[config.mk]
export PLATFORM = sky130hd
export DESIGN_NAME = state_table_flat
export DESIGN_NICKNAME = d
export VERILOG_FILES = /design/src/logic/cp_pkg.sv /design/src/logic/table_wr_if.sv /design/src/logic/state_table.sv /design/src/flat_wrapper.sv
export SDC_FILE = /design/constraint.sdc
export NUM_CORES = 2
export LEC_CHECK = 0
export ABC_CLOCK_PERIOD_IN_PS = 7500
export BUFFER_PORTS_ARGS = -buffer_cell sky130_fd_sc_hd__buf_4
export CAP_MARGIN = 20
export CORE_AREA = 2 2 427 429
export DETAILED_ROUTE_END_ITERATION = 8
export DIE_AREA = 0 0 429 431
export GPL_ROUTABILITY_DRIVEN = 0
export PLACE_DENSITY = 0.61
export SLEW_MARGIN = 20
export SYNTH_ARGS = -nofsm -noshare
export SYNTH_HDL_FRONTEND = slang
export SYNTH_SLANG_ARGS = --single-unit
[constraint.sdc]
create_clock -name clk -period 7.5 [get_ports clk]
set_input_delay 1.5 -clock clk [delete_from_list [all_inputs] [get_ports clk]]
set_output_delay 1.5 -clock clk [all_outputs]
set_load 0.02 [all_outputs]
[src/logic/cp_pkg.sv]
package cp_pkg;

    localparam int phit_size      = 32;  // load word, imm word and rf data
    localparam int num_col        = 4;   // array columns, one config table each
    localparam int ctrl_width     = 24;  // taken from the low bits of its load word
    localparam int dwidth_rf_add  = 6;   // table and rf address
    localparam int num_entries    = 1 << dwidth_rf_add; // depth of every table
    localparam int dwidth_int     = 8;   // one loop iterator
    localparam int dwidth_double  = 64;  // packed itr bus, zeros then i, j, k
    localparam int entry_sz_state = 32;  // one state table entry

    // load words per table entry: state, then ctrl and imm per column
    // also the width of the write strobe vector
    localparam int words_per_entry = 1 + 2 * num_col;
    localparam int slot_width      = $clog2(words_per_entry);

    // state entry layout, msb first: op | target | bound_i | bound_j | bound_k
    localparam int op_lsb      = 30;
    localparam int op_width    = 2;
    localparam int target_lsb  = 24;  // dwidth_rf_add bits wide
    localparam int bound_i_lsb = 16;  // bounds are dwidth_int bits wide
    localparam int bound_j_lsb = 8;
    localparam int bound_k_lsb = 0;

    // state entry opcodes
    typedef enum logic [op_width-1:0] {
        op_exec = 2'd0,  // run the i/j/k nest
        op_jump = 2'd1,  // pointer <= target
        op_halt = 2'd2,  // program finished
        op_nop  = 2'd3   // skip to next entry
    } state_op_e;

endpackage

[src/logic/table_wr_if.sv]
interface table_wr_if;

    import cp_pkg::*;

    logic [dwidth_rf_add-1:0]   wr_add;   // entry index, shared by all tables
    logic [words_per_entry-1:0] wr_en;    // one strobe per load slot
    logic [phit_size-1:0]       wr_data;  // current load word

    // bit 0 -> state table
    // bit 2c+1 -> ctrl of column c, bit 2c+2 -> imm of column c

    modport source (
        output wr_add,
        output wr_en,
        output wr_data
    );

    modport sink (
        input wr_add,
        input wr_en,
        input wr_data
    );

endinterface

[src/logic/state_table.sv]
module state_table (
    input  logic                              clk,
    table_wr_if.sink                          wr,
    input  logic [cp_pkg::dwidth_rf_add-1:0]  rd_add,   // smart_ptr
    output logic [cp_pkg::entry_sz_state-1:0] rd_data   // valid one cycle after rd_add
);

    import cp_pkg::*;

    logic [entry_sz_state-1:0] mem [num_entries];

    always_ff @(posedge clk) begin
        if (wr.wr_en[0]) begin
            mem[wr.wr_add] <= wr.wr_data; // state word is a full phit
        end
        rd_data <= mem[rd_add];           // registered read
    end

    // a strobe with a bad address would corrupt an unknown entry
    a_wr_add_known : assert property (
        @(posedge clk) wr.wr_en[0] |-> !$isunknown(wr.wr_add)
    ) else $error("state table write with unknown address");

endmodule

[src/flat_wrapper.sv]
// flat-port wrapper written by rule: the top's interface ports become plain ports
module state_table_flat import cp_pkg::*;
  (clk, rd_add, rd_data, wr_wr_add, wr_wr_en, wr_wr_data);
  table_wr_if wr_i ();
  input  logic clk;
  input  logic [cp_pkg::dwidth_rf_add-1:0] rd_add;
  output logic [cp_pkg::entry_sz_state-1:0] rd_data;
  input wire logic [$bits(wr_i.wr_add)-1:0] wr_wr_add;
  input wire logic [$bits(wr_i.wr_en)-1:0] wr_wr_en;
  input wire logic [$bits(wr_i.wr_data)-1:0] wr_wr_data;
  assign wr_i.wr_add = wr_wr_add;
  assign wr_i.wr_en = wr_wr_en;
  assign wr_i.wr_data = wr_wr_data;
  state_table u_core (.clk(clk), .wr(wr_i), .rd_add(rd_add), .rd_data(rd_data));
endmodule
==> flow_summary.yaml <==
run_status:
  status: "complete, no violations"
timing:
  rsz0062_at_grt: "no"
  finalHoldViolCount: 0
  layout_setup_ws_ns: 3.66
  slew_viol_final: 0
  setup_tns_ns: 0
  relSlewSlack_pct: 26.1
  setup_viol: 0
  worst_pin_slew_ns: 1.11
  fin_crit_ns: 3.84
  fmax_ghz: 0.260
  post-route-period-util_pct: 51.2
  fin_skew_ns: 0.0304
clock_tree:
  clk_pin_slew_ns: 0.06
  cts_root_buf: "clkbuf_16"
  htreeDepth: 4
  clockBufferDepth: 3
  ctsResizeCount: 0
  cts_buffers: 205
  clk_latency_ns: 0.84
  hold_buffers: 0
  cts.sinks: 2080
  cts_tree: "done"
  postCtsSetupRepairBufs: 0
global_route:
  grt_pass1_vias: 37100
  grt_overflow: 0
  grt_start_max_net_pins: 108
  grtUsageTotal_pct: 20.7
  antenna_found_initial: 4
  grt_pass1_wl_um: 273000
job:
  maxCapViolCount: 0
logic_synthesis:
  synthFlopType: "edfxtp_1"
  syn_area_per_cell_um2: 23.2
  synthCells: 3403
  synth_nets: 3457
  ys.warnings.count: 0
  synth-seq-cells: 2080
  synth_edf_count: 2048
  async_flop_share_pct: 0
  yosysSeqAreaShare_pct: 78.9
  netlist_area_mm2: 0.0788
  synth_cell_type_count: 38
drt:
  via_per_inst: 5.98
  drt-pass1-iter-count: 5
  routed_wirelength_um: 193000
  dr_total_vias: 36800
  final_antenna_net_count: 0
  route.detailed.drc: 0
  wl_per_cell_um: 31.4
  drt_iter0_drc: 4264
die:
  start_util_pct: 43.7
  coreArea_mm2: 0.180
  io_pins: 86
  die_area_mm2: 0.185
  num_rows: 156
  die_width_um: 429
  die_h_um: 431
cells_and_area:
  final_util_pct: 49.5
  areaGrowthSynthToFinish_pct: 13.3
  nets: 3657
  drive_above_1_share_pct: 28.3
  multi_input_area_mm2: 0.0161
  n_fill_cell: 14300
  seq_area_mm2: 0.0621
worst_setup_path:
  cp-end-kind: "flop"
  cp.required_ns: 8.21
  reg2reg_setup_slack_ns: 5.28
  path_max_fanout: 68
  startpoint_type: "input pin"
  startpoint: "rd_add[0]"
  reg2reg_from: "u_core.mem[24][4]"
  crit_type: "in -> reg"
  arrival_ns: 4.55
place:
  place_ws_ns: 2.71
  dpl.hpwl_um: 102000
  numPortBuffers: 77
min_path:
  hold_start: "u_core.mem[14][19]"
  hold_class: "reg -> reg"
pwr:
  p_leak_nw: 27.6
  powerDensity_mw_per_mm2: 269
  totalPowerFinal_mw: 24.0
  ir_drop_mv: 0.225
[metal layers]
layer	track usage (%)	part of all wire, %
met1	29.4	42
met2	33.9	49
met3	2.94	6.5
met4	5.97	2.5
met5	0	0
[through the flow]
step | hold slack (ns) | instances | instance area (um2)
after global routing | 0.811 | 6145 | 89200
after CTS | 0.795 | 6144 | 89200
after floorplan | 0.671 | 3403 | 78800
after detailed placement | 0.773 | 5766 | 82700
after global placement | 0.784 | 5766 | 82700
final | 0.796 | 6147 | 89200
[cell families (layout without fill, tap and decap cells)]
logic type / after synthesis / count (layout) / synth area share, %
mux: 653 / 653 / 16.5
flops: 2080 / 2080 / 78.9
compound gates: 234 / 234 / 1.95
other cells: 0 / 3 / 0
buf+inv: 194 / 565 / 1.32
simple gates: 242 / 242 / 1.40
[critical path, cell delays in order]
cell and delay (ns):
buf_8 0.66, buf_12 0.40, buf_4 0.40, mux4_2 0.56, mux4_2 0.47, o22ai_1 0.28, nor2_1 0.13
[report_power, final]
part / switching, mW / total (mW) / internal [mW]
clock network: 4.32 / 9.90 / 5.57
registers: 0.0330 / 12.9 / 12.9
logic: 0.742 / 1.18 / 0.437
[path summary, 6_finish.rpt]
kind | endpoint | cells past startpoint
worst max register to register | u_core.rd_data[4] | 4
worst min-delay path | u_core.rd_data[19] | 4
worst min register to register | u_core.rd_data[19] | 4
worst max-delay path | u_core.rd_data[18] | 7
[synthesized netlist by cell type, drive strengths merged (8+ instances only)]
master	count	area, um2
edfxtp	2048	61500
mux4	511	11500
nor2	127	477
mux2i	118	1180
o22ai	110	688
buf	103	699
clkbuf	89	335
a21oi	60	300
nand2	35	131
dfxtp	32	641
o221ai	26	228
mux2	24	270
a311oi	12	105
nand3	11	55.1
nor2b	11	68.8
nand2b	10	62.6
nor3	10	50.1
nor4	9	56.3
a211o	8	70.1
a211oi	8	60.1
a221oi	8	70.1
[area by class of cell]
class / count / area share (%)
antenna: 3 / 0.00841
clock buffer: 282 / 6.26
clock inverter: 96 / 1.02
inverter: 2 / 0.00841
multi-input combinational: 1129 / 18.0
sequential: 2080 / 69.6
tap: 2370 / 3.32
timing repair buffer: 185 / 1.73
[flip-flops by register name, summed over array words and instances (netlist names)]
signal,flops
u_core.mem,2048
u_core.rd_data,32
[placed cells by master, fill, tap and decap left out, types with 7 or more instances in the layout]
cell and n:
nor2b_1 11, a311oi_1 12, a211o_1 8, bufinv_16 10, clkbuf_16 210, clkinv_2 28
mux4_2 511, nand3_1 11, nor3_1 8, edfxtp_1 2048, buf_4 171, a211oi_1 8
dfxtp_1 32, o221ai_1 26, nand2_1 35, nor2_1 65, nand2b_1 9, mux2i_1 118
clkbuf_1 66, a21oi_1 60, mux2_2 24, nor2_4 62, o22ai_1 110, a221oi_1 8
buf_12 10, nor4_1 9, or3_1 7, clkinv_1 37
Note: power is estimated with default switching activity, not from simulation.
