### src/logic/cp_pkg.sv
package cp_pkg;

    localparam int phit_size      = 32;  // load word, imm word and rf data
    localparam int num_col        = 4;   // array columns, one config table each
    localparam int ctrl_width     = 24;  // taken from the low bits of its load word
    localparam int dwidth_rf_add  = 6;   // table and rf address
    localparam int num_entries    = 1 << dwidth_rf_add; // depth of every table
    localparam int dwidth_int     = 8;   // one loop iterator
    localparam int dwidth_double  = 64;  // packed itr bus, zeros then i, j, k
    localparam int entry_sz_state = 32;  // one state table entry

    // load words per table entry: state, then ctrl and imm per column
    // also the width of the write strobe vector
    localparam int words_per_entry = 1 + 2 * num_col;
    localparam int slot_width      = $clog2(words_per_entry);

    // state entry layout, msb first: op | target | bound_i | bound_j | bound_k
    localparam int op_lsb      = 30;
    localparam int op_width    = 2;
    localparam int target_lsb  = 24;  // dwidth_rf_add bits wide
    localparam int bound_i_lsb = 16;  // bounds are dwidth_int bits wide
    localparam int bound_j_lsb = 8;
    localparam int bound_k_lsb = 0;

    // state entry opcodes
    typedef enum logic [op_width-1:0] {
        op_exec = 2'd0,  // run the i/j/k nest
        op_jump = 2'd1,  // pointer <= target
        op_halt = 2'd2,  // program finished
        op_nop  = 2'd3   // skip to next entry
    } state_op_e;

endpackage

### src/logic/table_wr_if.sv
interface table_wr_if;

    import cp_pkg::*;

    logic [dwidth_rf_add-1:0]   wr_add;   // entry index, shared by all tables
    logic [words_per_entry-1:0] wr_en;    // one strobe per load slot
    logic [phit_size-1:0]       wr_data;  // current load word

    // bit 0 -> state table
    // bit 2c+1 -> ctrl of column c, bit 2c+2 -> imm of column c

    modport source (
        output wr_add,
        output wr_en,
        output wr_data
    );

    modport sink (
        input wr_add,
        input wr_en,
        input wr_data
    );

endinterface

### src/logic/config_table.sv
module config_table #(
    parameter int col = 0  // column index, below num_col
) (
    input  logic                             clk,
    table_wr_if.sink                         wr,
    input  logic [cp_pkg::dwidth_rf_add-1:0] rd_add,
    output logic [cp_pkg::ctrl_width-1:0]    rd_data_ctrl,
    output logic [cp_pkg::phit_size-1:0]     rd_data_imm
);

    import cp_pkg::*;

    logic [ctrl_width-1:0] ctrl_mem [num_entries];
    logic [phit_size-1:0]  imm_mem  [num_entries];
    logic                  wr_ctrl;
    logic                  wr_imm;

    // this column's two slots in the strobe vector
    assign wr_ctrl = wr.wr_en[2 * col + 1];
    assign wr_imm  = wr.wr_en[2 * col + 2];

    // control word memory
    always_ff @(posedge clk) begin
        if (wr_ctrl) begin
            ctrl_mem[wr.wr_add] <= wr.wr_data[ctrl_width-1:0]; // upper bits dropped
        end
        rd_data_ctrl <= ctrl_mem[rd_add];
    end

    // immediate word memory
    always_ff @(posedge clk) begin
        if (wr_imm) begin
            imm_mem[wr.wr_add] <= wr.wr_data;
        end
        rd_data_imm <= imm_mem[rd_add];
    end

    // the loader places ctrl and imm in different slots
    a_one_strobe : assert property (
        @(posedge clk) !(wr_ctrl && wr_imm)
    ) else $error("column %0d ctrl and imm strobes high together", col);

endmodule

### src/flat_wrapper.sv
// flat-port wrapper written by rule: the top's interface ports become plain ports
module config_table_flat import cp_pkg::*;
#(
    parameter int col = 0                                
)
  (clk, rd_add, rd_data_ctrl, rd_data_imm, wr_wr_add, wr_wr_en, wr_wr_data);
  table_wr_if wr_i ();
  input  logic clk;
  input  logic [cp_pkg::dwidth_rf_add-1:0] rd_add;
  output logic [cp_pkg::ctrl_width-1:0] rd_data_ctrl;
  output logic [cp_pkg::phit_size-1:0] rd_data_imm;
  input wire logic [$bits(wr_i.wr_add)-1:0] wr_wr_add;
  input wire logic [$bits(wr_i.wr_en)-1:0] wr_wr_en;
  input wire logic [$bits(wr_i.wr_data)-1:0] wr_wr_data;
  assign wr_i.wr_add = wr_wr_add;
  assign wr_i.wr_en = wr_wr_en;
  assign wr_i.wr_data = wr_wr_data;
  config_table #(.col(col)) u_core (.clk(clk), .wr(wr_i), .rd_add(rd_add), .rd_data_ctrl(rd_data_ctrl), .rd_data_imm(rd_data_imm));
endmodule
### config.mk
export PLATFORM = sky130hd
export DESIGN_NAME = config_table_flat
export DESIGN_NICKNAME = d
export VERILOG_FILES = /design/src/logic/cp_pkg.sv /design/src/logic/table_wr_if.sv /design/src/logic/config_table.sv /design/src/flat_wrapper.sv
export SDC_FILE = /design/constraint.sdc
export NUM_CORES = 2
export LEC_CHECK = 0
export ABC_CLOCK_PERIOD_IN_PS = 4100
export BUFFER_PORTS_ARGS = -buffer_cell sky130_fd_sc_hd__buf_2
export CELL_PAD_IN_SITES_DETAIL_PLACEMENT = 0
export CELL_PAD_IN_SITES_GLOBAL_PLACEMENT = 1
export CORE_AREA = 2 2 562 452
export DETAILED_ROUTE_END_ITERATION = 12
export DIE_AREA = 0 0 564 454
export HOLD_SLACK_MARGIN = 0.06
export PLACE_DENSITY = 0.87
export SYNTH_ARGS = -nofsm -noshare
export SYNTH_HDL_FRONTEND = slang
export SYNTH_SLANG_ARGS = --single-unit
### constraint.sdc
create_clock -name clk -period 4.1 [get_ports clk]
set_input_delay 0 -clock clk [delete_from_list [all_inputs] [get_ports clk]]
set_output_delay 0 -clock clk [all_outputs]
set_load 0.005 [all_outputs]
==> metrics.yaml <==
dp_slack_ns: 0.8731
ys_seq_area_frac: 0.7925
grt_use_total: 0.2904
worstSetupPathType: "primary input to flop"
fin_tns_setup_ns: 0
synthMostInstantiatedCell: "edfxtp_1"
wl_per_cell_um: 37.02
clock-sinks: 3640
cts_max_path_buffers: 4
clkTransAtPathRegs_ns: 0.07
hp-class: "primary input to flop"
syn-cell-area_um2: 137200
clk_latency_ns: 0.88
maxSlewViolCount: 0
antenna_found_initial: 27
syn_to_final_growth_pct: 12.75
nNetsFinal: 6501
ff_latch_area_um2: 108700
p_per_area_nw_per_um2: 487.9
antenna_left: 1
yosysUniqueCellTypes: 38
hold_viol: 0
grt_setup_unrepaired: "no"
initial_utilization: 0.5466
setup_viol: 0
finalCritPeriodShare: 0.7453
place_inst: 9418
worst_slack_ns: 1.044
grt_pass1_wl_mm: 523.5
htree_levels: 5
cp_data_required_time_ns: 4.84
vias: 70920
violations: "antenna violations"
ys_ff_latch: 3640
cts_tree: "done"
design.die.area_um2: 256100
die_w_um: 564
slew_headroom: 0.1301
yosysWarnings: 0
cts_setup_buffers: 0
remaining_drc_errors: 0
portBuffers: 102
numCtsBuffers: 319
num_rows: 165
cts_root_buf: "clkbuf_16"
status: "complete, but fails checks"
async_flop_share: 0
place_hpwl_mm: 199.5
drive_above_1_share: 0.2848
syn_area_per_cell_um2: 22.89
place_congestion: 0.8683
synth_edf_count: 3584
ctsResizeCount: 0
synth.largest_area_cell: "edfxtp_1"
synth_top_cells_by_count: "3584 x edfxtp_1, 850 x mux4_2, 160 x clkbuf_1"
synthCells: 5994
drt_iter0_markers: 12150
skew_ns: 0.05029
leakage_nw: 48.13
maxCapViolations: 0
multi_input_area_um2: 27460
fillerInstances: 15980
post_dp_cell_area_um2: 143900
fmax_mhz: 327.2
dr.pass1.iters: 8
startpoint_type: "primary input"
core_area_um2: 251000
die_y_um: 454
yosys.area.top_type_share: 0.7843
grt_pass1_vias: 70890
grt_max_degree: 129
max_slew.worst_pin.slew_ns: 1.305
synth-main-ff-cell: "edfxtp_1"
viasPerCell: 7.056
stdcell_area_um2: 154700
ir_drop_v: 0.0005004
crit_fanout: 18
synthTopCellsByArea: "edfxtp_1 78%, mux4_2 14%, dfxtp_1 0.82%"
drt-total-wl_mm: 372.1
arrival_ns: 3.80
hold_buffers: 48
gr-total-overflow: 0
fin_cells: 10050
io_pins: 110
min_period_ns: 3.056
syn_nets: 6048
end_kind: "flop"
==> critical path: stages <==
cell and delay [ns]:
dlygate4sd3_1 0.55, buf_2 0.35, nand2b_1 0.79, and3_1 0.44, nor4b_1 0.25, dlygate4sd3_1 0.59
o32ai_1 0.06, dlygate4sd3_1 0.59, and3_1 0.14
==> per-layer routing <==
layer	vias to the layer above	global-route usage	wire, um
li1	26570	-	-
met2	6498	0.4501	175200
met4	18	0.1413	20610
met3	987	0.07026	50240
met5	-	0	135
met1	36850	0.3916	126000
==> sequential cells by signal (all words and copies together), names as in the netlist <==
register	flops
u_core.ctrl_mem	1536
u_core.imm_mem	2048
u_core.rd_data_ctrl	24
u_core.rd_data_imm	32
==> cell type report <==
class / instances / area share
flip-flops and latches: 3640 / 0.7029
multi-input cells: 1999 / 0.1775
inverters: 10 / 0.0002426
well taps: 3340 / 0.02701
clock inverters: 179 / 0.01073
diodes: 12 / 0.0001941
repair buffers: 477 / 0.02584
clock buffers: 394 / 0.05565
==> cells by family (layout without fill, tap and decap cells) <==
| logic type | after synthesis | after routing | synth area share |
|---|---|---|---|
| buffers and inverters | 355 | 1060 | 0.01231 |
| AOI/OAI and AO/OA | 530 | 530 | 0.02843 |
| other | 0 | 12 | 0 |
| muxes | 1001 | 1001 | 0.1509 |
| and+or+nand+nor | 468 | 468 | 0.01588 |
| DFF | 3640 | 3640 | 0.7925 |
==> through the flow <==
step                utilization  power (mW)  hold slack, ns
floorplan                     -       43.97         0.09887
global placement         0.5734       45.69          0.3881
detailed placement       0.5734       45.83          0.3886
CTS                      0.6162       75.56          0.1165
global route             0.6162       76.99          0.1583
finish                   0.6163       75.49          0.1458
==> final timing paths <==
| check | from | to | slack (ns) | cells past startpoint |
|---|---|---|---|---|
| setup / recovery | rd_add[4] | u_core.rd_data_ctrl[11]$_DFF_P_ | 1.04 | 9 |
| hold reg to reg | u_core.imm_mem[8][0]$_DFFE_PP_ | u_core.rd_data_imm[0]$_DFF_P_ | 0.84 | 4 |
| setup reg to reg | u_core.ctrl_mem[51][11]$_DFFE_PP_ | u_core.rd_data_ctrl[11]$_DFF_P_ | 1.34 | 7 |
| hold / removal | rd_add[2] | u_core.rd_data_imm[24]$_DFF_P_ | 0.15 | 5 |
==> power breakdown <==
| group | leakage [nW] | switching (mW) | internal (mW) |
|---|---|---|---|
| clock | 4.99 | 13.4 | 16.9 |
| combinational | 10.4 | 2.49 | 1.35 |
| sequential | 32.7 | 0.187 | 41.2 |
| total | 48.1 | 16.1 | 59.4 |
==> cell usage in the layout (no fill, tap or decap), types with 45 or more instances in the layout <==
cell type	count
edfxtp_1	3584
buf_4	315
dlygate4sd3_1	48
clkinv_1	76
dfxtp_1	56
nor2_2	64
a22oi_1	104
buf_2	74
clkbuf_1	54
mux2i_1	111
and3_1	45
o22ai_1	115
o221ai_1	98
a221oi_1	78
clkbuf_16	331
nand2_1	139
mux4_2	850
nor2_4	66
Power figures use the tool's default switching activity.
