File: src/logic/cp_pkg.sv
package cp_pkg;

    localparam int phit_size      = 32;  // load word, imm word and rf data
    localparam int num_col        = 4;   // array columns, one config table each
    localparam int ctrl_width     = 24;  // taken from the low bits of its load word
    localparam int dwidth_rf_add  = 6;   // table and rf address
    localparam int num_entries    = 1 << dwidth_rf_add; // depth of every table
    localparam int dwidth_int     = 8;   // one loop iterator
    localparam int dwidth_double  = 64;  // packed itr bus, zeros then i, j, k
    localparam int entry_sz_state = 32;  // one state table entry

    // load words per table entry: state, then ctrl and imm per column
    // also the width of the write strobe vector
    localparam int words_per_entry = 1 + 2 * num_col;
    localparam int slot_width      = $clog2(words_per_entry);

    // state entry layout, msb first: op | target | bound_i | bound_j | bound_k
    localparam int op_lsb      = 30;
    localparam int op_width    = 2;
    localparam int target_lsb  = 24;  // dwidth_rf_add bits wide
    localparam int bound_i_lsb = 16;  // bounds are dwidth_int bits wide
    localparam int bound_j_lsb = 8;
    localparam int bound_k_lsb = 0;

    // state entry opcodes
    typedef enum logic [op_width-1:0] {
        op_exec = 2'd0,  // run the i/j/k nest
        op_jump = 2'd1,  // pointer <= target
        op_halt = 2'd2,  // program finished
        op_nop  = 2'd3   // skip to next entry
    } state_op_e;

endpackage

File: src/logic/table_wr_if.sv
interface table_wr_if;

    import cp_pkg::*;

    logic [dwidth_rf_add-1:0]   wr_add;   // entry index, shared by all tables
    logic [words_per_entry-1:0] wr_en;    // one strobe per load slot
    logic [phit_size-1:0]       wr_data;  // current load word

    // bit 0 -> state table
    // bit 2c+1 -> ctrl of column c, bit 2c+2 -> imm of column c

    modport source (
        output wr_add,
        output wr_en,
        output wr_data
    );

    modport sink (
        input wr_add,
        input wr_en,
        input wr_data
    );

endinterface

File: src/logic/table_loader.sv
module table_loader (
    input  logic                             clk,
    input  logic                             arst_n,
    input  logic                             start,                  // start_loader
    input  logic [cp_pkg::dwidth_rf_add-1:0] num_entry_config_table, // N
    input  logic [cp_pkg::dwidth_rf_add-1:0] num_entry_inbound,      // M
    input  logic [cp_pkg::phit_size-1:0]     wr_data_in,
    table_wr_if.source                       wr,
    output logic                             wr_en_rf,
    output logic [cp_pkg::dwidth_rf_add-1:0] wr_add_rf,
    output logic                             done                    // one cycle pulse
);

    import cp_pkg::*;

    typedef enum logic [1:0] {
        ld_idle,
        ld_table,    // 9 words per entry into the tables
        ld_inbound   // M words into the rf
    } ld_state_e;

    ld_state_e              state;
    logic [dwidth_rf_add-1:0] n_entry;    // latched N
    logic [dwidth_rf_add-1:0] n_inbound;  // latched M
    logic [dwidth_rf_add-1:0] entry_cnt;
    logic [slot_width-1:0]    slot_cnt;   // 0 to words_per_entry-1
    logic [dwidth_rf_add-1:0] rf_cnt;
    logic                     last_slot;
    logic                     last_entry;
    logic                     last_inbound;

    assign last_slot    = (slot_cnt == slot_width'(words_per_entry - 1));
    assign last_entry   = (entry_cnt == n_entry - 1'b1);
    assign last_inbound = (rf_cnt == n_inbound - 1'b1);

    always_ff @(posedge clk or negedge arst_n) begin
        if (!arst_n) begin
            state     <= ld_idle;
            n_entry   <= '0;
            n_inbound <= '0;
            entry_cnt <= '0;
            slot_cnt  <= '0;
            rf_cnt    <= '0;
            done      <= 1'b0;
        end else begin
            done <= 1'b0; // pulse by default
            case (state)
                ld_idle: begin
                    if (start) begin
                        n_entry   <= num_entry_config_table;
                        n_inbound <= num_entry_inbound;
                        entry_cnt <= '0;
                        slot_cnt  <= '0;
                        rf_cnt    <= '0;
                        // empty sections are skipped
                        if (num_entry_config_table != '0) begin
                            state <= ld_table;
                        end else if (num_entry_inbound != '0) begin
                            state <= ld_inbound;
                        end else begin
                            done <= 1'b1;
                        end
                    end
                end
                ld_table: begin
                    if (last_slot) begin
                        slot_cnt  <= '0;
                        entry_cnt <= entry_cnt + 1'b1;
                        if (last_entry) begin
                            if (n_inbound != '0) begin
                                state <= ld_inbound;
                            end else begin
                                state <= ld_idle;
                                done  <= 1'b1;
                            end
                        end
                    end else begin
                        slot_cnt <= slot_cnt + 1'b1;
                    end
                end
                ld_inbound: begin
                    rf_cnt <= rf_cnt + 1'b1;
                    if (last_inbound) begin
                        state <= ld_idle;
                        done  <= 1'b1;  // one cycle after the last word
                    end
                end
                default: state <= ld_idle;
            endcase
        end
    end

    // load order is state, ctrl col 0..3, imm col 0..3
    // strobe bits interleave per column, ctrl at 2c+1 and imm at 2c+2
    always_comb begin
        wr.wr_en = '0;
        if (state == ld_table) begin
            if (slot_cnt == '0) begin
                wr.wr_en[0] = 1'b1;                                 // state word
            end else if (slot_cnt <= slot_width'(num_col)) begin
                wr.wr_en[2 * (slot_cnt - 1) + 1] = 1'b1;            // ctrl of column slot-1
            end else begin
                wr.wr_en[2 * (slot_cnt - 1 - num_col) + 2] = 1'b1;  // imm of column slot-5
            end
        end
    end

    assign wr.wr_add   = entry_cnt;
    assign wr.wr_data  = wr_data_in;              // word taken in its own cycle
    assign wr_en_rf    = (state == ld_inbound);
    assign wr_add_rf   = rf_cnt;

    a_strobe_onehot : assert property (
        @(posedge clk) disable iff (!arst_n) $onehot0(wr.wr_en) && !(wr_en_rf && |wr.wr_en)
    ) else $error("loader strobes not one-hot");

endmodule

File: src/flat_wrapper.sv
// flat-port wrapper written by rule: the top's interface ports become plain ports
module table_loader_flat import cp_pkg::*;
  (clk, arst_n, start, num_entry_config_table, num_entry_inbound, wr_data_in, wr_en_rf, wr_add_rf, done, wr_wr_add, wr_wr_en, wr_wr_data);
  table_wr_if wr_i ();
  input  logic clk;
  input  logic arst_n;
  input  logic start;
  input  logic [cp_pkg::dwidth_rf_add-1:0] num_entry_config_table;
  input  logic [cp_pkg::dwidth_rf_add-1:0] num_entry_inbound;
  input  logic [cp_pkg::phit_size-1:0] wr_data_in;
  output logic wr_en_rf;
  output logic [cp_pkg::dwidth_rf_add-1:0] wr_add_rf;
  output logic done;
  output wire logic [$bits(wr_i.wr_add)-1:0] wr_wr_add;
  output wire logic [$bits(wr_i.wr_en)-1:0] wr_wr_en;
  output wire logic [$bits(wr_i.wr_data)-1:0] wr_wr_data;
  assign wr_wr_add = wr_i.wr_add;
  assign wr_wr_en = wr_i.wr_en;
  assign wr_wr_data = wr_i.wr_data;
  table_loader u_core (.clk(clk), .arst_n(arst_n), .start(start), .num_entry_config_table(num_entry_config_table), .num_entry_inbound(num_entry_inbound), .wr_data_in(wr_data_in), .wr(wr_i), .wr_en_rf(wr_en_rf), .wr_add_rf(wr_add_rf), .done(done));
endmodule
File: config.mk
export PLATFORM = sky130hd
export DESIGN_NAME = table_loader_flat
export DESIGN_NICKNAME = d
export VERILOG_FILES = /design/src/logic/cp_pkg.sv /design/src/logic/table_wr_if.sv /design/src/logic/table_loader.sv /design/src/flat_wrapper.sv
export SDC_FILE = /design/constraint.sdc
export NUM_CORES = 1
export LEC_CHECK = 0
export ABC_AREA = 1
export BUFFER_PORTS_ARGS = -buffer_cell sky130_fd_sc_hd__buf_2
export CORE_MARGIN = 10
export CORE_UTILIZATION = 44
export DETAILED_ROUTE_END_ITERATION = 8
export GPL_TIMING_DRIVEN = 0
export PLACE_DENSITY_LB_ADDON = 0.3
export SLEW_MARGIN = 10
export SYNTH_ARGS = -nofsm -noshare
export SYNTH_HDL_FRONTEND = slang
export SYNTH_SLANG_ARGS = --single-unit
export TNS_END_PERCENT = 5
File: constraint.sdc
create_clock -name clk -period 2.2 [get_ports clk]
set_input_delay 0.11 -clock clk [delete_from_list [all_inputs] [get_ports clk]]
set_output_delay 0.11 -clock clk [all_outputs]
set_load 0.02 [all_outputs]
==> results.txt <==
----------------------------------------------------
[Outcome]
  Result of the run ... finished, violations left
  Failing checks ... setup timing

[Routing]
  Length of the first detailed-routing pass in iterations ... 4
  Detailed-route via count ... 2543
  Post-Route WL ... 6.86 mm
  Remaining number of nets flagged by the antenna check after routing ... 0
  DRC violation total after the first TritonRoute iteration ... 147
  Final routed DRC violation total ... 0
  Via density per instance ... 4.90
  WL/cell ... 13.2 microns

[GRT]
  Overflow left after global routing ... 0
  Antenna violations before repair ... 0
  First-pass GRT wire length ... 11.0 mm
  GRT Overall Usage ... 14.6%
  Pin count of the biggest net entering global routing ... 32
  Via count of the first global-routing pass ... 2509

[STA]
  Relative slew slack ... 53.4%
  Number of pins with negative max-slew slack in the final report ... 0
  Number of endpoints failing setup at the final stage ... 5
  Shortest period the worst path allows ... 2.78 ns
  Crit share post-route ... 126%
  Unrepaired setup endpoints after global routing ... yes
  Worst Slack Setup Final ... -0.576 ns
  Final clock skew ... 0.00850 ns
  Final number of hold-violating endpoints ... 0
  Worst slew pin tran ... 0.699 ns
  Fmax ... 0.360 GHz

[CTS]
  Clock Root Buffer ... clkbuf_8
  Clock input transition at the sequential cells of the worst setup and hold paths ... 0.07 ns
  Maximum level of the CTS H-tree ... 2
  CTS Sinks ... 31
  Number of buffers inserted during clock tree synthesis ... 5
  Source-to-sink clock delay at the later pin of the worst-skew pair ... 0.29 ns
  Worst-case clock buffer depth ... 2
  TritonCTS clock tree ... done

[Finish]
  Layout Nets ... 504
  Ratio of cells with drive above 1 in the final layout ... 33.3%
  Filler instances ... 510
  Synthesis-to-layout area growth ... 27.4%
  Number of antenna repair diodes ... 0

[Yosys]
  Warning count from the yosys run ... 0
  Sequential cell area fraction in the yosys report ... 30.5%
  Area share of the largest cell type after synthesis ... 30.5%
  Post-Syn Area ... 0.00254 sq mm
  Cell types occupying the most area after synthesis ... dfrtp_1 (31%), nand2_1 (12%), buf_4 (9.5%)
  Distinct cell type count of the synthesized netlist ... 32
  Number of flops mapped to enable cells by yosys ... 0
  Post-Syn Instances ... 366
  Number of flip-flops and latches in the synthesized netlist ... 31
  Ys flop type ... dfrtp_1
  Synthesized Nets ... 424
  Yosys top cell by area ... dfrtp_1
  Most used standard cells in the synthesized netlist ... nand2_1 (84), inv_1 (50), nor2_1 (48)
  Most frequent cell after synthesis ... nand2_1
  Average cell area after synthesis ... 6.94 sq um
  Fraction of registers with async set/reset ... 100%

[Power and ir drop]
  Lkg Pwr ... 1.78 nW
  Final Power ... 4.50 mW
  Clock power frac ... 13.0%
  PwrDens ... 1390 mW/mm^2
  Switching Power ... 2.22 mW
  Reg power frac ... 21.0%
  Worst supply voltage drop on vdd ... 0.967 mV
  Net switching fraction of the power ... 49.4%
  Internal portion of total power ... 2.28 mW
  Combinational share of power ... 66.0%

[Hold path]
  Worst hold path class ... in -> reg

[Placed design]
  Post-placement setup slack ... -0.411 ns
  HPWL after detailed placement ... 5.52 mm
  Port Buffers ... 69
  Last weighted congestion value of the routability-driven placer ... 0.866

[Critical path]
  Top cell by count, worst path ... nand2_1
  CP startpoint kind ... register
  Max incr delay on CP ... 0.40 ns
  Arrival time worst endpoint ... 2.67 ns
  Worst path bufs/invs ... 4
  Capturing element type of the critical path ... output port
  Maximum fanout count along the critical path ... 4
  Critical path, cell by cell ... buf_6 -> inv_6 -> ha_4 -> xnor2_4 -> ha_2 -> inv_2 -> ha_4 -> nand2_2 -> nand2_1 -> nand2_1 -> nand2_1 -> nor2_1 -> nand2_1 -> nor2_2 -> nand4_1 -> nor2_2 -> buf_6
  Required time of the critical path ... 2.09 ns
  Crit path kind ... reg -> out
  Critical-path top delay cell ... dfrtp_1
  Gate family responsible for the most delay along the worst path ... simple AND/OR/NAND/NOR gates

[Job]
  Number of violations of the max-capacitance limit ... 0

[Floorplan]
  Die ar. ... 0.00922 sq mm
  Area of the core ... 0.00554 sq mm
  Number of cell rows ... 27
  Chip Height ... 96.0 microns
  Initial cell density of the core ... 45.9%
  Ports placed on the boundary ... 102
  Die span in x ... 96.0 microns

----------------------------------------------------
## final cells by class
class	instances	area, sq um	share of cell area [%]
inverter	53	204	6.30
timing repair buffer	73	402	12.4
clock buffer	6	82.6	2.55
buffer	36	272	8.38
multi-input combinational	246	1380	42.5
sequential	31	776	24.0
clock inverter	2	35.0	1.08
tap	72	90.1	2.78
## final timing paths
kind,from,endpoint,slack (ns),cells past startpoint
min in group asynchronous,arst_n,u_core.slot_cnt[1],0.42,2
worst min register to register,u_core.n_entry[5],u_core.n_entry[5],0.52,2
worst min-delay path,num_entry_inbound[5],u_core.n_inbound[5],0.03,3
worst max-delay path,u_core.slot_cnt[0],wr_wr_en[2],-0.58,17
worst max register to register,u_core.slot_cnt[0],u_core.state[1],0.43,11
max in group asynchronous,arst_n,u_core.n_entry[4],1.33,2
## cell usage in the layout (no fill, tap or decap), types with 5 or more instances in the layout
master and n:
clkbuf_8 6, nor2_1 42, nand3_1 27, dfrtp_1 31, o21ai_0 19, inv_2 8
buf_6 5, nand4_1 10, inv_1 44, xor2_1 8, nor2_2 7, buf_4 37
buf_2 65, nand2_2 7, ha_1 7, nand2_1 82, xnor2_1 8
## repair_timing
item / 4_1_cts / 5_1_grt
hold endpoints to repair: 31 / 0
pin swaps: 4 / 1
setup buffers: 2 / 1
hold buffers: 1 / 0
endpoints found under the setup margin: 5 / 5
resized for setup: 13 / 4
## power groups by stage
stage	clock network (mW)	logic [mW]	registers [mW]
2_1_floorplan	0	2.25	0.928
3_3_place_gp	0	2.74	0.939
3_5_place_dp	0	2.81	0.946
4_1_cts	0.591	2.94	0.941
5_1_grt	0.615	3.35	0.968
6_report	0.586	2.97	0.946
## routing by layer
layer	wire, microns	up-vias	share of wire [%]	GRT usage, %
met3	628	7	9.2	4.20
met2	3380	97	49	26.1
met5	0	-	0	0
li1	-	1284	-	-
met4	85	0	1.2	4.55
met1	2770	1155	40	16.3
## cells by family after synthesis
logic type / count (synthesis) / synth area share, %
mux: 1 / 0.394
flops: 31 / 30.5
compound gates: 30 / 6.50
buf+inv: 89 / 18.5
fa+ha+maj: 11 / 5.42
xor+xnor: 17 / 6.15
simple gates: 187 / 32.5
## metrics by stage
stage,hold slack (ns),TNS (ns),area [sq um],std cells,utilization (%)
finish,0.0335,-2.70,3240,519,58.4
global route,0.0455,-3.65,3240,519,58.4
CTS,0.0323,-2.69,3220,518,58.2
detailed placement,0.195,-1.91,3050,507,55.0
global placement,0.193,-1.66,3050,507,55.0
floorplan,-0.186,-0.545,2610,366,-
## registers in the layout, summed over array words and instances (netlist names)
name and count:
u_core.n_entry 6, u_core.wr_add_rf 6, u_core.slot_cnt 4, u_core.wr.wr_add 6
u_core.n_inbound 6, u_core.done 1, u_core.state 2
## worst register-to-register path, cell delays in order (launching register included)
cell and delay, ns:
dfrtp_1 0.40, buf_6 0.14, inv_6 0.06, ha_4 0.19
nand2_4 0.09, nor2_4 0.12, inv_1 0.07, nand2_1 0.15
o21ai_0 0.15, nor2_1 0.16, nand4_1 0.11, nand2_1 0.08
Note: power is estimated with default switching activity, not from simulation.
