File: src/logic/cp_pkg.sv
package cp_pkg;

    localparam int phit_size      = 32;  // load word, imm word and rf data
    localparam int num_col        = 4;   // array columns, one config table each
    localparam int ctrl_width     = 24;  // taken from the low bits of its load word
    localparam int dwidth_rf_add  = 6;   // table and rf address
    localparam int num_entries    = 1 << dwidth_rf_add; // depth of every table
    localparam int dwidth_int     = 8;   // one loop iterator
    localparam int dwidth_double  = 64;  // packed itr bus, zeros then i, j, k
    localparam int entry_sz_state = 32;  // one state table entry

    // load words per table entry: state, then ctrl and imm per column
    // also the width of the write strobe vector
    localparam int words_per_entry = 1 + 2 * num_col;
    localparam int slot_width      = $clog2(words_per_entry);

    // state entry layout, msb first: op | target | bound_i | bound_j | bound_k
    localparam int op_lsb      = 30;
    localparam int op_width    = 2;
    localparam int target_lsb  = 24;  // dwidth_rf_add bits wide
    localparam int bound_i_lsb = 16;  // bounds are dwidth_int bits wide
    localparam int bound_j_lsb = 8;
    localparam int bound_k_lsb = 0;

    // state entry opcodes
    typedef enum logic [op_width-1:0] {
        op_exec = 2'd0,  // run the i/j/k nest
        op_jump = 2'd1,  // pointer <= target
        op_halt = 2'd2,  // program finished
        op_nop  = 2'd3   // skip to next entry
    } state_op_e;

endpackage

File: src/logic/loop_sequencer.sv
module loop_sequencer (
    input  logic                              clk,
    input  logic                              arst_n,
    input  logic                              start,           // done_loader
    input  logic [cp_pkg::entry_sz_state-1:0] entry,           // state table read data
    input  logic                              start_stream_in, // low = back-pressure
    output logic [cp_pkg::dwidth_rf_add-1:0]  smart_ptr,
    output logic [cp_pkg::dwidth_int-1:0]     itr_i,           // outer loop
    output logic [cp_pkg::dwidth_int-1:0]     itr_j,
    output logic [cp_pkg::dwidth_int-1:0]     itr_k,           // inner loop, fastest
    output logic                              ready,           // one step this cycle
    output logic                              done
);

    import cp_pkg::*;

    typedef enum logic [2:0] {
        st_idle,
        st_fetch,   // table read in flight
        st_decode,  // entry valid
        st_exec,
        st_halted
    } seq_state_e;

    seq_state_e               state;
    state_op_e                op;
    logic [dwidth_rf_add-1:0] target;
    logic [dwidth_int-1:0]    last_i;  // latched at decode
    logic [dwidth_int-1:0]    last_j;
    logic [dwidth_int-1:0]    last_k;
    logic                     wrap_i;
    logic                     wrap_j;
    logic                     wrap_k;

    // bound of 0 runs once like a bound of 1
    function automatic logic [dwidth_int-1:0] last_of(input logic [dwidth_int-1:0] bound);
        return (bound == '0) ? '0 : bound - 1'b1;
    endfunction

    assign op     = state_op_e'(entry[op_lsb +: op_width]);
    assign target = entry[target_lsb +: dwidth_rf_add];

    assign ready  = (state == st_exec) && start_stream_in;
    assign wrap_i = (itr_i == last_i);
    assign wrap_j = (itr_j == last_j);
    assign wrap_k = (itr_k == last_k);

    always_ff @(posedge clk or negedge arst_n) begin
        if (!arst_n) begin
            state     <= st_idle;
            smart_ptr <= '0;
            itr_i     <= '0;
            itr_j     <= '0;
            itr_k     <= '0;
            last_i    <= '0;
            last_j    <= '0;
            last_k    <= '0;
            done      <= 1'b0;
        end else if (start) begin
            // new program loaded, restart at entry 0
            smart_ptr <= '0;
            state     <= st_fetch;
            done      <= 1'b0;
        end else begin
            case (state)
                st_fetch: state <= st_decode;
                st_decode: begin
                    case (op)
                        op_exec: begin
                            last_i <= last_of(entry[bound_i_lsb +: dwidth_int]);
                            last_j <= last_of(entry[bound_j_lsb +: dwidth_int]);
                            last_k <= last_of(entry[bound_k_lsb +: dwidth_int]);
                            itr_i  <= '0;
                            itr_j  <= '0;
                            itr_k  <= '0;
                            state  <= st_exec;
                        end
                        op_jump: begin
                            smart_ptr <= target;
                            state     <= st_fetch;
                        end
                        op_halt: begin
                            done  <= 1'b1; // held until the next load
                            state <= st_halted;
                        end
                        op_nop: begin
                            smart_ptr <= smart_ptr + 1'b1;
                            state     <= st_fetch;
                        end
                    endcase
                end
                st_exec: begin
                    if (ready) begin
                        // k carries into j, j carries into i
                        if (!wrap_k) begin
                            itr_k <= itr_k + 1'b1;
                        end else begin
                            itr_k <= '0;
                            if (!wrap_j) begin
                                itr_j <= itr_j + 1'b1;
                            end else begin
                                itr_j <= '0;
                                if (!wrap_i) begin
                                    itr_i <= itr_i + 1'b1;
                                end else begin
                                    // last step of the nest
                                    itr_i     <= '0;
                                    smart_ptr <= smart_ptr + 1'b1;
                                    state     <= st_fetch;
                                end
                            end
                        end
                    end
                end
                default: ; // idle and halted wait for start
            endcase
        end
    end

    // a step only ever shows iterators inside the bounds latched at decode
    a_step_in_bounds : assert property (
        @(posedge clk) disable iff (!arst_n)
        ready |-> (itr_i <= last_i) && (itr_j <= last_j) && (itr_k <= last_k)
    ) else $error("iterator past its bound");

    // iterators advance only on a step, never in fetch, decode, idle or halted
    a_no_step_outside_exec : assert property (
        @(posedge clk) disable iff (!arst_n)
        !ready |=> $stable({itr_i, itr_j, itr_k})
    ) else $error("iterators moved without a step in exec");

endmodule

File: config.mk
export PLATFORM = sky130hd
export DESIGN_NAME = loop_sequencer
export DESIGN_NICKNAME = d
export VERILOG_FILES = /design/src/logic/cp_pkg.sv /design/src/logic/loop_sequencer.sv
export SDC_FILE = /design/constraint.sdc
export NUM_CORES = 1
export LEC_CHECK = 0
export BUFFER_PORTS_ARGS = -buffer_cell sky130_fd_sc_hd__clkbuf_2
export CELL_PAD_IN_SITES_DETAIL_PLACEMENT = 1
export CELL_PAD_IN_SITES_GLOBAL_PLACEMENT = 2
export CORE_MARGIN = 5
export CORE_UTILIZATION = 37
export DETAILED_ROUTE_END_ITERATION = 10
export PLACE_DENSITY_LB_ADDON = 0.3
export SYNTH_ARGS = -nofsm -noshare
export SYNTH_HDL_FRONTEND = slang
export SYNTH_SLANG_ARGS = --single-unit
File: constraint.sdc
create_clock -name clk -period 3.3 [get_ports clk]
set_input_delay 0.495 -clock clk [delete_from_list [all_inputs] [get_ports clk]]
set_output_delay 0.495 -clock clk [all_outputs]
set_load 0.03 [all_outputs]
==> metrics.csv, run 1 <==
metric,value,unit
ys async rst share,1.00,
Setup Skew,0.00656,ns
Pleak,2.04,nW
critical path buffer and inverter count,0,
"Hold-fix buffers, CTS",0,
number of H-tree levels,3,
register area share after synthesis,0.403,
pin count of the biggest net entering global routing,25,
CP Data Required Time,3.54,ns
final period utilization,0.777,
ys flop type,dfrtp_1,
die area,11800,sq um
Fmax achieved,0.390,GHz
Final Max Tran Viols,0,
RSZ-0062 raised after global routing,no,
Initial Util,0.373,
"Cell Area, Synth",3600,sq um
Inst Count DP,588,
simple-gate share of the synthesized area,0.225,
TritonCTS Buffers,9,
per-cell routed wire length,16.6,um
"Slowest-stage cell, CP",or4_1,
status,"complete, no violations",
max_cap viols,0,
I/O pin total,68,
syn nets,438,
Post-CTS Setup Bufs,0,
DRT antenna net count,0,
Core Footprint,9640,sq um
worst-case reg-to-reg path depth,5,
layout cells sized above 1,0.221,
top sig layer,met4,
die width,109,um
TNS Setup,0,ns
Critical Path Stages,5,
"Reg clk slew, reported paths",0.07,ns
post-CTS sizing,0,
Post-route DRC,0,
Non-Filler Instances,604,
Post-Synth Adder-Cell Area,0.0348,
ANT cells,0,
largest stage delay on the critical path,0.71,ns
critical path's top delay family,simple AND/OR/NAND/NOR gates,
cells after synthesis,392,
vias in the first global route,3429,
Setup crit end kind,register,
Yosys reg bits,58,
multiplexer share of the synthesized area,0.0184,
syn_area_per_cell,9.18,sq um
final WL,10.0,mm
P per Cell Area,705,nW/um^2
Yosys top cell by area,dfrtp_1,
Tmin final,2.56,ns
DR vias,3213,
Clock Latency Late Sink,0.35,ns
clock net sink count,58,
Yosys top cell area share,0.403,
post-synthesis compound-gate area fraction,0.190,
CTS tree,done,
Cell variety after synth,53,
M1 wire length,4.62,mm
# rows,36,
"EDFF count, synth",0,
Final Setup Violations,0,
first-pass GRT wire length,17.0,mm
post-synthesis xor/xnor area fraction,0.0998,
GRT overflow,0,
"critical path fanouts, max",8,
hold crit path type,input pin to asynchronous set/reset pin,
GRT Util Overall,0.186,
Final nets,512,
Worst setup SP type,register,
routed wl met3,364,um
crit path DAT,2.80,ns
initial antenna violation count,0,
synth warn,0,
Starting DRT DRC Count,122,
ranking of synthesized cells by area,"dfrtp_1 40%, xor2_1 7.3%, o21ai_0 5.7%, nand2_1 4.4%, ha_1 3.5%",
final hold vios,0,
Setup CP Type,register to register,
area grow syn2layout,20.8,%
GP Congestion,0.806,
Detail Placement HPWL,7.59,mm
Root Buffer,clkbuf_8,
Via density,5.32,
Max IR drop VDD,0.342,mV
WL met2,4.80,mm
DR pass1 iterations,4,
Die Ht,109,um
clock buffer depth,2,
worst slew pin tran,0.944,ns
Slew headroom,0.371,
worst-path cell chain,xor2_1 -> nor4_1 -> a21oi_1 -> or4_1 -> mux2_4,
largest family of logic cells by synthesized area,simple AND/OR/NAND/NOR gates,
Port Buffers,67,
per-stage QoR:
step | worst slack (ns) | power, mW | util | instance area [sq um] | hold WS, ns
final | 0.735 | 3.06 | 0.451 | 4340 | 0.0965
after global routing | 0.477 | 3.29 | 0.451 | 4340 | 0.114
after CTS | 0.724 | 3.10 | 0.451 | 4340 | 0.0934
after detailed placement | 0.759 | 2.31 | 0.427 | 4120 | 0.473
after global placement | 0.768 | 2.27 | 0.427 | 4120 | 0.478
after floorplan | 0.924 | 1.93 | - | 3600 | 0.199
cell usage in the layout (no fill, tap or decap), types with 5 or more instances in the layout:
| master | instances |
|---|---|
| and3_1 | 7 |
| xor2_1 | 30 |
| nor2_1 | 23 |
| a21oi_1 | 15 |
| or4_1 | 7 |
| o31ai_1 | 6 |
| clkbuf_2 | 67 |
| inv_1 | 14 |
| o41ai_1 | 6 |
| ha_1 | 10 |
| o21ai_0 | 41 |
| xnor2_1 | 11 |
| clkbuf_8 | 11 |
| nor3_1 | 9 |
| nor4_1 | 7 |
| nand2b_1 | 7 |
| nor3b_1 | 6 |
| nand3_1 | 14 |
| a21o_1 | 5 |
| nor2b_1 | 6 |
| dfrtp_1 | 58 |
| buf_4 | 9 |
| nand2_1 | 42 |
final cells by class:
cell class | instances | area, sq um
clock inverter | 4 | 73.8
inverter | 14 | 52.6
tap | 133 | 166
clock buffer | 12 | 155
multi-input combinational | 307 | 2040
fill | 1178 | 5300
timing repair buffer | 76 | 403
sequential | 58 | 1450
final timing paths:
path | start | end | slack, ns
worst max-delay path | itr_j[4]$_DFFE_PN0P_ | smart_ptr[1]$_DFFE_PN0P_ | 0.74
max in group asynchronous | arst_n | itr_i[4]$_DFFE_PN0P_ | 2.50
worst max register to register | itr_j[4]$_DFFE_PN0P_ | smart_ptr[1]$_DFFE_PN0P_ | 0.74
min in group clk | entry[16] | last_i[0]$_DFFE_PN0P_ | 0.37
worst min register to register | last_j[2]$_DFFE_PN0P_ | last_j[2]$_DFFE_PN0P_ | 0.50
worst min-delay path | arst_n | smart_ptr[3]$_DFFE_PN0P_ | 0.1
layer usage:
| layer | vias up | global-route usage |
|---|---|---|
| li1 | 1585 | - |
| met1 | 1565 | 0.235 |
| met2 | 48 | 0.307 |
| met5 | - | 0 |
| met3 | 15 | 0.0370 |
| met4 | 0 | 0.0812 |
sequential cells by signal, summed over array words and instances (netlist names):
name / count
itr_j: 8
last_i: 8
last_k: 8
itr_i: 8
state: 3
smart_ptr: 6
last_j: 8
done: 1
itr_k: 8
worst reg2reg max path: cells and delay by family (launching register included):
kind | cells | cell delay, ns
and+or+nand+nor | 2 | 1.16
DFF | 1 | 0.47
muxes | 1 | 0.34
AOI/OAI and AO/OA | 1 | 0.29
xor gates and xnor gates | 1 | 0.19
where the power goes:
part / switching (mW) / leakage, nW / internal (mW)
Sequential: 0.215 / 0.768 / 0.917
Clock: 0.308 / 0.117 / 0.467
Combinational: 0.753 / 1.16 / 0.405
Total: 1.28 / 2.04 / 1.79
logic make-up after synthesis:
family | count (synthesis)
buffers and inverters | 27
AO/OA/AOI/OAI | 104
AND/OR/NAND/NOR | 146
multiplexers | 6
adder cells (fa/ha/maj) | 10
XOR/XNOR | 41
flip-flops | 58
cell usage after synthesis, types with 4 or more instances:
cell type,instances
o32ai_1,4
a22o_1,4
xor2_1,30
o41ai_1,6
dfrtp_1,58
nor2_1,23
nor3_1,9
nor3b_1,6
or4_1,7
and3_1,7
inv_1,14
o21ai_0,41
mux2i_1,4
nor4_1,7
xnor2_1,11
nand3_1,14
nand2_1,42
ha_1,10
a211oi_1,4
clkbuf_1,11
o31ai_1,6
a21o_1,5
nand2b_1,7
nor2b_1,6
a21oi_1,15
Power figures use the tool's default switching activity.
==> run 2, diff against run 1 <==
--- a/config.mk
+++ b/config.mk
@@ -9,7 +9,7 @@
 export CELL_PAD_IN_SITES_DETAIL_PLACEMENT = 1
 export CELL_PAD_IN_SITES_GLOBAL_PLACEMENT = 2
 export CORE_MARGIN = 5
-export CORE_UTILIZATION = 37
+export CORE_UTILIZATION = 31
 export DETAILED_ROUTE_END_ITERATION = 10
 export PLACE_DENSITY_LB_ADDON = 0.3
 export SYNTH_ARGS = -nofsm -noshare
==> constraint.sdc (replaced) <==
create_clock -name clk -period 2.05 [get_ports clk]
set_input_delay 0.3075 -clock clk [delete_from_list [all_inputs] [get_ports clk]]
set_output_delay 0.3075 -clock clk [all_outputs]
set_load 0.03 [all_outputs]
==> metrics.csv, run 2 (same netlist as run 1, synthesis figures left out) <==
metric,value,unit,change
Clock Latency Late Sink,0.33,ns,-0.02 ns
Initial Util,0.315,,-0.0581
"Slowest-stage cell, CP",or4_4,,
"Reg clk slew, reported paths",0.05,ns,-0.02 ns
Fmax achieved,0.465,GHz,+19%
Final Setup Violations,7,,+7
Starting DRT DRC Count,124,,+1.6%
Slew headroom,0.713,,+0.342
RSZ-0062 raised after global routing,yes,,
GRT overflow,0,,unchanged
Pleak,2.37,nW,+16%
final WL,11.1,mm,+11%
fin worst setup slack,-0.103,ns,-0.838 ns
max_cap viols,0,,unchanged
per-cell routed wire length,16.6,um,about the same
Final nets,569,,+11%
Finished Core Util,0.439,,-0.0116
area grow syn2layout,39.4,%,
Detail Placement HPWL,8.64,mm,+14%
Setup Skew,0.00668,ns,+0.000120 ns
final period utilization,1.05,,+0.273
ANT cells,0,,unchanged
Die Ht,118,um,+8.4%
initial antenna violation count,0,,unchanged
Final Instance Area,5010,sq um,+15%
DR pass1 iterations,4,,unchanged
hold crit path type,input pin to register,,
placed inst area,4600,sq um,+12%
worst slew pin tran,0.428,ns,-0.516 ns
status,"complete, but fails checks",,
Post-route DRC,0,,unchanged
GP Congestion,0.817,,+1.3%
pin count of the biggest net entering global routing,59,,+140%
GRT Util Overall,0.172,,-0.0142
R2R setup slack,-0.10,ns,-0.84 ns
layout cells sized above 1,0.362,,+0.141
first-pass GRT wire length,19.6,mm,+15%
Worst setup SP type,register,,
Tmin final,2.15,ns,-0.412 ns
final hold vios,0,,unchanged
CP Data Required Time,2.26,ns,-1.28 ns
layout filler cell count,1350,,+15%
largest stage delay on the critical path,0.59,ns,-0.12 ns
vias in the first global route,3925,,+14%
number of H-tree levels,3,,unchanged
Setup crit end kind,register,,
"most common cell after layout, fill and taps aside",clkbuf_2,,
DRT antenna net count,0,,unchanged
Port Buffers,67,,unchanged
Final Max Tran Viols,0,,unchanged
I/O pin total,68,,unchanged
"critical path fanouts, max",5,,-3
Setup CP Type,register to register,,
# rows,39,,+8.3%
die width,118,um,+8.4%
"commonest cells after routing, fill and taps aside","67 x clkbuf_2, 61 x buf_4, 43 x dfrtp_1",,
CTS tree,done,,
Root Buffer,clkbuf_16,,
worst-path cell chain,xor2_2 -> nor4_4 -> a21oi_2 -> or4_4 -> mux2_4,,
TritonCTS Buffers,9,,unchanged
Core Footprint,11400,sq um,+18%
clock buffer depth,2,,unchanged
Via density,5.21,,-2.0%
crit path DAT,2.37,ns,-0.43 ns
Max IR drop VDD,0.473,mV,+39%
P per Cell Area,1150,nW/um^2,+64%
failing checks,negative setup slack,,
die area,13900,sq um,+18%
clock net sink count,58,,unchanged
DR vias,3499,,+8.9%
post-place setup slack,-0.180,ns,-0.939 ns
## run 2: area by class of cell
type                    instances  area (sq um)  area share
repair buffers                133           875       0.174
multi-input cells             307          2160       0.431
well taps                     143           179      0.0357
clock buffers                  13           260      0.0519
flip-flops and latches         58          1470       0.293
inverters                      14          52.6      0.0105
clock inverters                 3          15.0     0.00299
## run 2: worst max-delay path: cells and delay by family (launching register included)
| kind | cells | cell delay (ns) |
|---|---|---|
| and+or+nand+nor | 2 | 0.95 |
| muxes | 1 | 0.31 |
| DFF | 1 | 0.42 |
| xor gates and xnor gates | 1 | 0.20 |
| AOI/OAI and AO/OA | 1 | 0.14 |
## run 2: worst paths after layout
| check | startpoint | endpoint | cells after the start |
|---|---|---|---|
| setup / recovery | last_k[1]$_DFFE_PN0P_ | smart_ptr[1]$_DFFE_PN0P_ | 5 |
| hold / removal | entry[16] | last_i[0]$_DFFE_PN0P_ | 2 |
| setup reg to reg | last_k[1]$_DFFE_PN0P_ | smart_ptr[1]$_DFFE_PN0P_ | 5 |
| hold reg to reg | last_i[1]$_DFFE_PN0P_ | last_i[1]$_DFFE_PN0P_ | 2 |
| max in group asynchronous | arst_n | itr_i[3]$_DFFE_PN0P_ | 3 |
| min in group asynchronous | arst_n | smart_ptr[1]$_DFFE_PN0P_ | 3 |
## run 2: what timing repair did
action	4_1_cts	5_1_grt
hold endpoints to repair	1	0
hold buffers	1	0
endpoints found under the setup margin	11	22
pin swaps	7	5
gates resized for setup	5	10
buffers inserted	3	3
## run 2: per-layer routing
layer / up-vias / GRT usage / part of all wire
met2: 69 / 0.297 / 0.51
met1: 1714 / 0.211 / 0.45
met5: - / 0 / 0
met4: 0 / 0.0674 / 0.017
met3: 16 / 0.0298 / 0.030
li1: 1700 / - / -
## run 2: where the power goes
group	total, mW	switching, mW	internal [mW]
combinational	2.63	1.49	1.15
clock	1.39	0.517	0.877
sequential	1.76	0.273	1.49
## run 2: through the flow
step	TNS, ns	power (mW)	cells	hold WS (ns)
finish	-0.334	5.79	671	0.205
global route	-1.99	6.22	671	0.212
CTS	-0.330	5.75	669	0.204
detailed placement	-1.33	4.22	649	0.346
global placement	-0.862	4.14	649	0.345
floorplan	-1.03	3.20	392	0.0119
==> run 3, diff against run 2 <==
--- a/config.mk
+++ b/config.mk
@@ -5,11 +5,12 @@
 export SDC_FILE = /design/constraint.sdc
 export NUM_CORES = 1
 export LEC_CHECK = 0
+export ABC_AREA = 1
 export BUFFER_PORTS_ARGS = -buffer_cell sky130_fd_sc_hd__clkbuf_2
 export CELL_PAD_IN_SITES_DETAIL_PLACEMENT = 1
 export CELL_PAD_IN_SITES_GLOBAL_PLACEMENT = 2
 export CORE_MARGIN = 5
-export CORE_UTILIZATION = 31
+export CORE_UTILIZATION = 29
 export DETAILED_ROUTE_END_ITERATION = 10
 export PLACE_DENSITY_LB_ADDON = 0.3
 export SYNTH_ARGS = -nofsm -noshare
==> metrics.csv, run 3 <==
metric,value,unit,change
status,"complete, no violations",,
R2R setup slack,0.27,ns,+0.37 ns
CP endpoint,smart_ptr[1]$_DFFE_PN0P_,,
CP Data Required Time,2.25,ns,about the same
max_cap viols,0,,unchanged
ys flop type,dfrtp_1,,
placed inst area,4340,sq um,-5.6%
pin count of the biggest net entering global routing,59,,unchanged
vias in the first global route,3728,,-5.0%
cells after synthesis,487,,+24%
syn_area_per_cell,7.68,sq um,-16%
Post-CTS Setup Bufs,0,,-3
GP Congestion,0.787,,-3.6%
clock buffer depth,2,,unchanged
crit path DAT,1.99,ns,-0.38 ns
layout cells sized above 1,0.240,,-0.121
layout filler cell count,1579,,+17%
hold crit path type,input pin to register,,
Detail Placement HPWL,8.18,mm,-5.4%
P per Cell Area,1120,nW/um^2,-2.9%
Worst setup SP type,register,,
Clk pwr share,0.263,,+0.022
Yosys top cell area share,0.388,,-0.0153
first-pass GRT wire length,18.0,mm,-8.0%
Yosys top cell by area,dfrtp_1,,
clock net sink count,58,,unchanged
final hold vios,0,,unchanged
WL met2,5.29,mm,-6.3%
CTS tree,done,,
Setup CP Type,register to register,,
register area share after synthesis,0.388,,-0.0153
Slew headroom,0.686,,-0.0267
ranking of synthesized cells by area,"dfrtp_1 39%, nand2_1 11%, nand3_1 5.6%, xor2_1 5.2%, o21ai_0 4.7%",,
worst-case reg-to-reg path depth,10,,+5
"EDFF count, synth",0,,unchanged
GRT Util Overall,0.150,,-0.0217
per-cell routed wire length,14.3,um,-14%
# rows,41,,+5.1%
Setup Skew,0.00839,ns,+0.00171 ns
Pleak,2.26,nW,-4.3%
Switching Share,0.407,,+0.0140
number of H-tree levels,3,,unchanged
area grow syn2layout,23.4,%,
post-CTS sizing,0,,-5
Max IR drop VDD,0.461,mV,-2.5%
DR vias,3465,,-0.97%
I/O pin total,68,,unchanged
Final Instance Area,4610,sq um,-8.0%
Cell variety after synth,35,,-34%
Final nets,615,,+8.1%
worst slew pin tran,0.468,ns,+0.0403 ns
Reg power frac,0.351,,+0.047
ys async rst share,1.00,,unchanged
Fmax achieved,0.561,GHz,+21%
Port Buffers,67,,unchanged
r2r endpoint,smart_ptr[1]$_DFFE_PN0P_,,
"Cell Area, Synth",3740,sq um,+3.9%
most frequent cell after synthesis,nand2_1,,
initial antenna violation count,0,,unchanged
"commonest cells after routing, fill and taps aside","113 x nand2_1, 67 x clkbuf_2, 58 x dfrtp_1",,
TNS Setup,0,ns,+0.334 ns
ANT cells,0,,unchanged
Reg area,1450,sq um,-1.3%
die area,15300,sq um,+10%
syn nets,533,,+22%
Final Max Tran Viols,0,,unchanged
Starting DRT DRC Count,155,,+25%
Root Buffer,clkbuf_16,,
internal power,3.06,mW,-13%
DRT antenna net count,0,,unchanged
Initial Util,0.296,,-0.0188
Crit Reg-Reg Startpoint,itr_j[5]$_DFFE_PN0P_,,
final period utilization,0.870,,-0.180
Via density,4.64,,-11%
Setup crit end kind,register,,
DR pass1 iterations,6,,+2
final WL,10.7,mm,-4.3%
Worst Setup SP,itr_j[5]$_DFFE_PN0P_,,
"most common cell after layout, fill and taps aside",nand2_1,,
TritonCTS Buffers,9,,unchanged
GRT overflow,0,,unchanged
top sig layer,met4,,
"Hold-fix buffers, CTS",1,,unchanged
Finished Core Util,0.365,,-0.0736
"Reg clk slew, reported paths",0.06,ns,about the same
sw power,2.11,mW,-7.5%
Post-synth top cells,"113 x nand2_1, 58 x dfrtp_1, 43 x nor2_1, 42 x nand3_1, 39 x inv_1",,
Final Setup Violations,0,,-7
Core Footprint,12600,sq um,+11%
"critical path fanouts, max",7,,+2
Clock Latency Late Sink,0.33,ns,about the same
M1 wire length,4.82,mm,-3.1%
Die Ht,124,um,+4.9%
Post-route DRC,0,,unchanged
area taken by multi-input logic gates,2020,sq um,-6.4%
logic gate share of total power,0.386,,-0.069
Tmin final,1.78,ns,-0.369 ns
die width,124,um,+4.9%
Pwr Total,5.17,mW,-11%
synth warn,0,,unchanged
Yosys reg bits,58,,unchanged
RSZ-0062 raised after global routing,no,,
routed wl met3,450,um,+34%
-- run 3: changes by cell type after synthesis, moves of 8 or more --
cell and delta:
nand2_1 +71, nand3_1 +28, inv_1 +25, nor2_1 +20
inv_2 +13, nand2_2 +11, clkbuf_1 -9, o21ai_1 +8
xor2_1 -8
-- run 3: power by group through the flow --
stage / logic [mW] / registers [mW] / clock network [mW]
2_1_floorplan: 1.31 / 1.95 / 0
3_3_place_gp: 1.97 / 1.83 / 0
3_5_place_dp: 2.02 / 1.84 / 0
4_1_cts: 2.03 / 1.82 / 1.40
5_1_grt: 2.27 / 1.87 / 1.45
6_report: 2.00 / 1.81 / 1.36
-- run 3: stage by stage --
stage | setup slack, ns | hold slack, ns | cells
4_1_cts | 0.237 | 0.181 | 746
6_report | 0.267 | 0.192 | 746
2_1_floorplan | 0.352 | 0.0119 | 487
3_3_place_gp | 0.278 | 0.351 | 729
5_1_grt | 0.0308 | 0.200 | 746
3_5_place_dp | 0.244 | 0.351 | 729
-- run 3: area by class of cell --
type,instances,area share
Tap cell,172,0.0467
Inverter,52,0.0423
Timing Repair Buffer,80,0.0998
Multi-Input combinational cell,368,0.439
Clock inverter,3,0.00326
Sequential cell,58,0.315
Clock buffer,13,0.0543
-- run 3: logic make-up after synthesis --
kind of cell,synth area share
AO/OA/AOI/OAI,0.130
flip-flops,0.388
buffers and inverters,0.0703
AND/OR/NAND/NOR,0.285
XOR/XNOR,0.0937
adder cells (fa/ha/maj),0.0335
-- run 3: routing by layer --
| metal | vias up | track usage |
|---|---|---|
| met1 | 1647 | 0.185 |
| met4 | 0 | 0.0429 |
| li1 | 1750 | - |
| met2 | 61 | 0.261 |
| met3 | 7 | 0.0339 |
| met5 | - | 0 |
-- run 3: critical path, stage by stage (launching register included) --
cell and delay [ns]:
dfrtp_1 0.42, inv_1 0.10, nand2_1 0.06, nand2_1 0.05, nand2_1 0.05, nor2_1 0.15
nand2_1 0.20, nand3_1 0.17, nand3_2 0.15, o21ai_0 0.21, nand2_1 0.09
-- run 3: worst min-delay path by stage --
stage	to	slack (ns)	start	cells past startpoint
3_5_place_dp	smart_ptr[0]$_DFFE_PN0P_	0.35	arst_n	2
3_3_place_gp	smart_ptr[3]$_DFFE_PN0P_	0.35	arst_n	2
6_report	last_k[0]$_DFFE_PN0P_	0.19	entry[0]	2
2_1_floorplan	done$_DFFE_PN0P_	0.01	arst_n	0
4_1_cts	last_k[0]$_DFFE_PN0P_	0.18	entry[0]	2
5_1_grt	last_k[0]$_DFFE_PN0P_	0.20	entry[0]	2
